File: src/lsu_pkg.sv
package lsu_pkg;

   localparam int ADDR_W = 8;
   localparam int DATA_W = 8;
   localparam int REG_W  = 4;
   localparam int INST_W = 16;

   typedef logic [ADDR_W-1:0] addr_t;
   typedef logic [DATA_W-1:0] data_t;
   typedef logic [REG_W-1:0]  reg_t;

   // load view of the instruction word.
   typedef struct packed {
      logic                           is_store;
      logic [INST_W-REG_W-ADDR_W-2:0] reserved;
      reg_t                           rd;
      logic [ADDR_W-1:0]              offset;   // added to the base and wraps at 256.
   } ld_fmt_t;

   // store view of the same word.
   typedef struct packed {
      logic                    is_store;
      logic [INST_W-DATA_W-2:0] reserved;
      data_t                   data;
   } st_fmt_t;

   // is_store is the top bit in both views, so either one can be used to decode.
   typedef union packed {
      ld_fmt_t ld_fmt;
      st_fmt_t st_fmt;
   } mem_inst_u;

endpackage

File: src/lsu_disp_pick.sv
module lsu_disp_pick #(
   parameter int DISP_SIZE = 4,
   parameter int PICK_NUM  = 0
) (
   input  logic [DISP_SIZE-1:0] i_valid,
   input  lsu_pkg::addr_t       i_addr [DISP_SIZE],
   input  lsu_pkg::mem_inst_u   i_inst [DISP_SIZE],
   output logic                 o_valid,
   output lsu_pkg::addr_t       o_addr,
   output lsu_pkg::mem_inst_u   o_inst
);

   // walk the group from slot 0 and take the slot whose rank among the
   // valid ones equals PICK_NUM.
   always_comb begin
      int rank;
      rank    = 0;
      o_valid = 1'b0;
      o_addr  = '0;
      o_inst  = '0;
      for (int i = 0; i < DISP_SIZE; i++) begin
         if (i_valid[i]) begin
            if (rank == PICK_NUM) begin
               o_valid = 1'b1;
               o_addr  = i_addr[i];
               o_inst  = i_inst[i];
            end
            rank = rank + 1;   // only valid slots count toward the rank.
         end
      end
   end

endmodule

File: src/lsu_sched_queue.sv
module lsu_sched_queue #(
   parameter int Q_SIZE = 8
) (
   input  logic               i_clk,
   input  logic               i_rst,

   input  logic               i_wr0_valid,
   input  lsu_pkg::addr_t     i_wr0_addr,
   input  lsu_pkg::mem_inst_u i_wr0_inst,

   input  logic               i_wr1_valid,
   input  lsu_pkg::addr_t     i_wr1_addr,
   input  lsu_pkg::mem_inst_u i_wr1_inst,

   output logic               o_ready,

   output logic               o_iss_valid,
   output lsu_pkg::addr_t     o_iss_addr,
   output lsu_pkg::mem_inst_u o_iss_inst
);

   import lsu_pkg::*;

   localparam int PTR_W = (Q_SIZE > 2) ? $clog2(Q_SIZE) : 1;
   localparam int CNT_W = $clog2(Q_SIZE + 1);

   addr_t     addr_q [Q_SIZE];
   mem_inst_u inst_q [Q_SIZE];

   logic [PTR_W-1:0] head;
   logic [PTR_W-1:0] tail;
   logic [CNT_W-1:0] count;

   logic             wr0_en;
   logic             wr1_en;
   logic [PTR_W-1:0] wr1_ptr;
   logic [1:0]       n_wr;
   logic             pop;

   // the pointer wraps at Q_SIZE, which need not be a power of two.
   function automatic logic [PTR_W-1:0] ptr_add(input logic [PTR_W-1:0] ptr, input int n);
      int sum;
      sum = int'(ptr) + n;
      if (sum >= Q_SIZE) begin
         sum = sum - Q_SIZE;
      end
      return sum[PTR_W-1:0];
   endfunction

   assign o_ready = (count <= CNT_W'(Q_SIZE - 2));   // room for a full pair.

   assign wr0_en  = i_wr0_valid & o_ready;
   assign wr1_en  = i_wr1_valid & o_ready;
   assign wr1_ptr = wr0_en ? ptr_add(tail, 1) : tail;   // port 0 is the older one.
   assign n_wr    = {1'b0, wr0_en} + {1'b0, wr1_en};

   assign o_iss_valid = (count != '0);
   assign o_iss_addr  = addr_q[head];
   assign o_iss_inst  = inst_q[head];
   assign pop         = o_iss_valid;   // the pipe never stalls.

   always_ff @(posedge i_clk) begin
      if (wr0_en) begin
         addr_q[tail] <= i_wr0_addr;
         inst_q[tail] <= i_wr0_inst;
      end
      if (wr1_en) begin
         addr_q[wr1_ptr] <= i_wr1_addr;
         inst_q[wr1_ptr] <= i_wr1_inst;
      end
   end

   always_ff @(posedge i_clk) begin
      if (i_rst) begin
         head  <= '0;
         tail  <= '0;
         count <= '0;
      end else begin
         if (pop) begin
            head <= ptr_add(head, 1);
         end
         tail  <= ptr_add(tail, int'(n_wr));
         count <= count + CNT_W'(n_wr) - CNT_W'(pop);
      end
   end

endmodule

File: src/lsu_pipe.sv
module lsu_pipe (
   input  logic               i_clk,
   input  logic               i_rst,

   input  logic               i_iss_valid,
   input  lsu_pkg::addr_t     i_iss_addr,
   input  lsu_pkg::mem_inst_u i_iss_inst,

   output logic               o_wr_valid,
   output lsu_pkg::reg_t      o_wr_rd,
   output lsu_pkg::data_t     o_wr_data,

   output logic               o_done
);

   import lsu_pkg::*;

   localparam int MEM_DEPTH = 2 ** ADDR_W;

   data_t mem [MEM_DEPTH];

   logic      ex0_valid;
   addr_t     ex0_addr;
   mem_inst_u ex0_inst;

   logic      ex1_valid;
   addr_t     ex1_addr;
   mem_inst_u ex1_inst;
   logic      w_ex1_is_store;
   addr_t     w_ex1_eff_addr;

   logic      ex2_valid;
   logic      ex2_is_store;
   addr_t     ex2_addr;
   reg_t      ex2_rd;
   data_t     ex2_data;
   logic      w_ex2_fwd_hit;
   data_t     w_ex2_ld_data;

   logic      ex3_valid;
   logic      ex3_is_store;
   addr_t     ex3_addr;
   reg_t      ex3_rd;
   data_t     ex3_data;

   // ex1 decodes the word and forms the effective address.
   assign w_ex1_is_store = ex1_inst.st_fmt.is_store;
   assign w_ex1_eff_addr = w_ex1_is_store ? ex1_addr :
                           ex1_addr + ex1_inst.ld_fmt.offset;   // wraps at 256.

   // a store in ex3 has not reached memory yet, so a matching load takes its data.
   assign w_ex2_fwd_hit = ex3_valid & ex3_is_store & (ex3_addr == ex2_addr);
   assign w_ex2_ld_data = w_ex2_fwd_hit ? ex3_data : mem[ex2_addr];

   always_ff @(posedge i_clk) begin
      if (i_rst) begin
         ex0_valid <= 1'b0;
         ex1_valid <= 1'b0;
         ex2_valid <= 1'b0;
         ex3_valid <= 1'b0;
      end else begin
         ex0_valid <= i_iss_valid;
         ex1_valid <= ex0_valid;
         ex2_valid <= ex1_valid;
         ex3_valid <= ex2_valid;
      end
   end

   always_ff @(posedge i_clk) begin
      ex0_addr <= i_iss_addr;
      ex0_inst <= i_iss_inst;

      ex1_addr <= ex0_addr;
      ex1_inst <= ex0_inst;

      ex2_is_store <= w_ex1_is_store;
      ex2_addr     <= w_ex1_eff_addr;
      ex2_rd       <= ex1_inst.ld_fmt.rd;
      ex2_data     <= ex1_inst.st_fmt.data;   // meaningful for stores only.

      ex3_is_store <= ex2_is_store;
      ex3_addr     <= ex2_addr;
      ex3_rd       <= ex2_rd;
      ex3_data     <= ex2_is_store ? ex2_data : w_ex2_ld_data;
   end

   // stores commit to memory at the end of ex3.
   always_ff @(posedge i_clk) begin
      if (i_rst) begin
         for (int i = 0; i < MEM_DEPTH; i++) begin
            mem[i] <= '0;
         end
      end else if (ex3_valid && ex3_is_store) begin
         mem[ex3_addr] <= ex3_data;
      end
   end

   assign o_wr_valid = ex3_valid & ~ex3_is_store;
   assign o_wr_rd    = ex3_rd;
   assign o_wr_data  = ex3_data;
   assign o_done     = ex3_valid;   // one pulse per instruction.

endmodule

File: src/lsu_top.sv
module lsu_top #(
   parameter int DISP_SIZE = 4,
   parameter int Q_SIZE    = 8
) (
   input  logic                 i_clk,
   input  logic                 i_rst,

   input  logic [DISP_SIZE-1:0] i_disp_valid,
   input  lsu_pkg::addr_t       i_disp_addr [DISP_SIZE],
   input  lsu_pkg::mem_inst_u   i_disp_inst [DISP_SIZE],
   output logic                 o_disp_ready,

   output logic                 o_wr_valid,
   output lsu_pkg::reg_t        o_wr_rd,
   output lsu_pkg::data_t       o_wr_data,

   output logic                 o_done
);

   import lsu_pkg::*;

   logic      pick0_valid;
   addr_t     pick0_addr;
   mem_inst_u pick0_inst;

   logic      pick1_valid;
   addr_t     pick1_addr;
   mem_inst_u pick1_inst;

   logic      iss_valid;
   addr_t     iss_addr;
   mem_inst_u iss_inst;

   // the first picker takes the oldest valid slot and feeds write port 0.
   lsu_disp_pick #(
      .DISP_SIZE (DISP_SIZE),
      .PICK_NUM  (0)
   ) u_pick0 (
      .i_valid (i_disp_valid),
      .i_addr  (i_disp_addr),
      .i_inst  (i_disp_inst),
      .o_valid (pick0_valid),
      .o_addr  (pick0_addr),
      .o_inst  (pick0_inst)
   );

   lsu_disp_pick #(
      .DISP_SIZE (DISP_SIZE),
      .PICK_NUM  (1)
   ) u_pick1 (
      .i_valid (i_disp_valid),
      .i_addr  (i_disp_addr),
      .i_inst  (i_disp_inst),
      .o_valid (pick1_valid),
      .o_addr  (pick1_addr),
      .o_inst  (pick1_inst)
   );

   lsu_sched_queue #(
      .Q_SIZE (Q_SIZE)
   ) u_sched_queue (
      .i_clk       (i_clk),
      .i_rst       (i_rst),
      .i_wr0_valid (pick0_valid),
      .i_wr0_addr  (pick0_addr),
      .i_wr0_inst  (pick0_inst),
      .i_wr1_valid (pick1_valid),
      .i_wr1_addr  (pick1_addr),
      .i_wr1_inst  (pick1_inst),
      .o_ready     (o_disp_ready),
      .o_iss_valid (iss_valid),
      .o_iss_addr  (iss_addr),
      .o_iss_inst  (iss_inst)
   );

   lsu_pipe u_lsu_pipe (
      .i_clk       (i_clk),
      .i_rst       (i_rst),
      .i_iss_valid (iss_valid),
      .i_iss_addr  (iss_addr),
      .i_iss_inst  (iss_inst),
      .o_wr_valid  (o_wr_valid),
      .o_wr_rd     (o_wr_rd),
      .o_wr_data   (o_wr_data),
      .o_done      (o_done)
   );

endmodule

File: config.mk
export PLATFORM = sky130hd
export DESIGN_NAME = lsu_top
export DESIGN_NICKNAME = d
export VERILOG_FILES = /design/src/lsu_pkg.sv /design/src/lsu_disp_pick.sv /design/src/lsu_sched_queue.sv /design/src/lsu_pipe.sv /design/src/lsu_top.sv
export SDC_FILE = /design/constraint.sdc
export NUM_CORES = 2
export LEC_CHECK = 0
export BUFFER_PORTS_ARGS = -buffer_cell sky130_fd_sc_hd__buf_2
export CAP_MARGIN = 20
export CORE_MARGIN = 2
export CORE_UTILIZATION = 45
export CTS_CLUSTER_DIAMETER = 120
export DETAILED_ROUTE_END_ITERATION = 12
export MAX_ROUTING_LAYER = met4
export PLACE_DENSITY = 0.72
export SYNTH_ARGS = -nofsm -noshare
export SYNTH_HDL_FRONTEND = slang
export SYNTH_SLANG_ARGS = --single-unit
File: constraint.sdc
create_clock -name i_clk -period 5.1 [get_ports i_clk]
set_clock_uncertainty 0.05 [all_clocks]
set_input_delay 1.02 -clock i_clk [delete_from_list [all_inputs] [get_ports i_clk]]
set_output_delay 1.02 -clock i_clk [all_outputs]
set_load 0.01 [all_outputs]
==> impl_metrics.env <==
export IMPL_status="complete, no violations"
export IMPL_r2r_start="u_lsu_pipe.ex2_addr[0]"
export IMPL_cts_root_buf="clkbuf_16"
export IMPL_first_global_vias=64900
export IMPL_crit_path_end="u_lsu_pipe.o_wr_data[7]"
export IMPL_htreeDepth=4
export IMPL_area_growth_syn_to_layout_pct=9.78
export IMPL_syn_cell_area_mm2=0.108
export IMPL_final_common_cell="edfxtp_1"
export IMPL_synth_cell_type_count=69
export IMPL_max_slew_margin_pct=24.5
export IMPL_postSynthAreaPerCell_um2=14.6
export IMPL_crit_start="u_lsu_pipe.ex2_addr[0]"
export IMPL_critPathTopFamily="multiplexers"
export IMPL_worstSetupPathType="reg2reg"
export IMPL_grt_pass1_wl_mm=412
export IMPL_synth_area_leaders="edfxtp_1 (62%), and3_1 (11%), mux4_2 (9.9%)"
export IMPL_r2r_worst_path_cells=7
export IMPL_whs_ps=272
export IMPL_first_pass_iters=8
export IMPL_max_freq_ghz=0.229
export IMPL_maxSlewViolCount=0
export IMPL_numPortBuffers=104
export IMPL_cp_start_kind="flip-flop"
export IMPL_worstPathMaxFanout=45
export IMPL_dp_hpwl_mm=162
export IMPL_synth_fp_nets=7558
export IMPL_cp_data_required_time_ps=5640
export IMPL_cp_arrival_ps=4910
export IMPL_worst_pin_slew_ps=1130
export IMPL_synth_edff_count=2224
export IMPL_maxCapViolations=0
export IMPL_worstSkewPairLatency_ps=880
export IMPL_layout_nets=7127
export IMPL_power_density_mw_per_mm2=496
export IMPL_clock_sinks=2314
export IMPL_ys_seq_elements=2314
export IMPL_setup_violations_final=0
export IMPL_drt_total_wl_mm=274
export IMPL_netlist_area_leader_share_pct=61.6
export IMPL_grt_usage_pct=22.7
export IMPL_ioPinCount=117
export IMPL_drt_iter0_drc=8482
export IMPL_critical_path_buf_inv_count=2
export IMPL_grt_max_degree=221
export IMPL_path_cells="buf_12, buf_12, mux4_2, mux4_2, nor2b_1, nor3_1, a32oi_1"
export IMPL_hold_buffers=0
export IMPL_antenna_found_initial=7
export IMPL_critPathSlowestCell="dfxtp_4"
export IMPL_hold_depth=0
export IMPL_overflow=0
export IMPL_r2r_end="u_lsu_pipe.o_wr_data[7]"
export IMPL_finalWorstSetupSlack_ps=728
export IMPL_vias_per_cell=6.28
export IMPL_die_y_um=495
export IMPL_rsz0062_at_grt="no"
export IMPL_ys_flop_type="edfxtp_1"
export IMPL_netlist_instances=7431
export IMPL_drive_gt1_share_pct=18.2
export IMPL_critPathMaxStageDelay_ps=900
export IMPL_post_cts_buffers=0
export IMPL_critPathCaptureType="flip-flop"
export IMPL_leakage_uw=0.0497
export IMPL_ys_warn_count=0
export IMPL_dieArea_mm2=0.245
export IMPL_cts_resized_gates=0
export IMPL_layout_common_cells="edfxtp_1 (2,224), and3_1 (1,931), mux4_2 (476), mux2i_1 (313), a21o_1 (243)"
export IMPL_gp_congestion=0.906
export IMPL_start_util_pct=45.1
export IMPL_clk_pin_slew_ps=60
export IMPL_vias=65200
export IMPL_hold_violations=0
export IMPL_hold_class="reg2reg"
export IMPL_ys_seq_area_share_pct=63.3
export IMPL_post_route_period_util_pct=85.7
export IMPL_async_flop_share_pct=0
export IMPL_peakVddDrop_uv=526
export IMPL_avgRoutedWirePerCell_um=26.4
export IMPL_fp_dieW_um=495
export IMPL_final_setup_tns_ps=0
export IMPL_ant_nets=0
export IMPL_yosysTopAreaCell="edfxtp_1"
export IMPL_dp_slack_ps=565
export IMPL_cp_depth=7
export IMPL_core_area_mm2=0.240
export IMPL_cts_path_max_buffers=3
export IMPL_cts_buffers=226
export IMPL_fin_crit_ps=4370
export IMPL_cts_tree="yes"
export IMPL_rrSetupSlack_ps=730
export IMPL_drc=0
export IMPL_placementRows=180
==> cell usage after synthesis, drive strengths merged (29+ instances only) <==
cell type / count
o22ai: 57
a21oi: 38
o21ai: 104
mux4: 476
a22oi: 29
mux2i: 313
mux2: 117
dfxtp: 90
a21o: 243
and2: 127
edfxtp: 2224
nor2: 95
and3: 1932
nand2: 91
clkbuf: 817
buf: 163
nor3: 53
a221oi: 32
nor2b: 61
a211oi: 50
==> state kept, by name, indices dropped and copies added (netlist names), 4 cells and up <==
signal	count
u_lsu_pipe.ex1_addr	8
u_lsu_pipe.ex2_addr	8
u_sched_queue.addr_q	64
u_lsu_pipe.ex0_inst	13
u_lsu_pipe.o_wr_data	8
u_lsu_pipe.ex2_data	8
u_lsu_pipe.o_wr_rd	4
u_lsu_pipe.ex0_addr	8
u_lsu_pipe.ex2_rd	4
u_lsu_pipe.ex3_addr	8
u_lsu_pipe.mem	2048
u_sched_queue.inst_q	104
u_sched_queue.count	4
u_lsu_pipe.ex1_inst	13
==> power breakdown <==
| group | leakage (µW) | total, µW | switching (µW) | internal, µW |
|---|---|---|---|---|
| clock network | 0.00362 | 16700 | 7170 | 9570 |
| registers | 0.0236 | 23400 | 1160 | 22300 |
| logic | 0.0225 | 18900 | 12000 | 6840 |
| total | 0.0497 | 59100 | 20400 | 38700 |
==> metrics by stage <==
step / std cells / instance area [µm²] / total power [µW] / utilization [%]
6_report: 10400 / 119000 / 59100 / 49.6
5_1_grt: 10400 / 119000 / 60900 / 49.6
4_1_cts: 10400 / 119000 / 59000 / 49.5
3_5_place_dp: 9956 / 112000 / 42400 / 46.5
3_3_place_gp: 9956 / 112000 / 42100 / 46.5
2_1_floorplan: 7431 / 108000 / 35700 / -
==> area by class of cell <==
cell class,count,area (µm²)
fillers,19700,121000
flip-flops and latches,2314,68600
multi-input cells,4109,35900
clock buffers,289,6180
well taps,3185,3990
repair buffers,321,2960
clock inverters,127,1220
inverters,28,105
diodes,7,17.5
==> worst min-delay path by stage <==
stage,start,slack (ps),endpoint
6_report,u_lsu_pipe.ex2_rd[1],270,u_lsu_pipe.o_wr_rd[1]
5_1_grt,u_lsu_pipe.ex0_inst[1],280,u_lsu_pipe.ex1_inst[1]
4_1_cts,u_lsu_pipe.ex0_addr[1],270,u_lsu_pipe.ex1_addr[1]
3_5_place_dp,u_lsu_pipe.ex0_addr[4],260,u_lsu_pipe.ex1_addr[4]
3_3_place_gp,u_lsu_pipe.ex0_addr[7],260,u_lsu_pipe.ex1_addr[7]
2_1_floorplan,u_lsu_pipe.ex0_addr[0],260,u_lsu_pipe.ex1_addr[0]
==> kinds of logic after synthesis <==
kind of cell / Yosys count / share of synthesized area, %
AND/OR/NAND/NOR: 2445 / 13.6
flip-flops: 2314 / 63.3
buffers and inverters: 1008 / 3.86
multiplexers: 906 / 14.0
AO/OA/AOI/OAI: 712 / 4.74
adder cells (fa/ha/maj): 25 / 0.309
XOR/XNOR: 21 / 0.177
==> worst register-to-register path, stage by stage (launching register included) <==
cell and delay, ps:
dfxtp_4 900, buf_12 350, buf_12 390, mux4_2 670
mux4_2 550, nor2b_1 330, nor3_1 660, a32oi_1 210
==> layer usage <==
metal / wire length (µm) / GRT usage [%]
met1: 108000 / 29.9
met2: 134000 / 35.9
met3: 23500 / 3.64
met4: 9110 / 7.61
met5: 0 / -
Power figures use the tool's default switching activity.
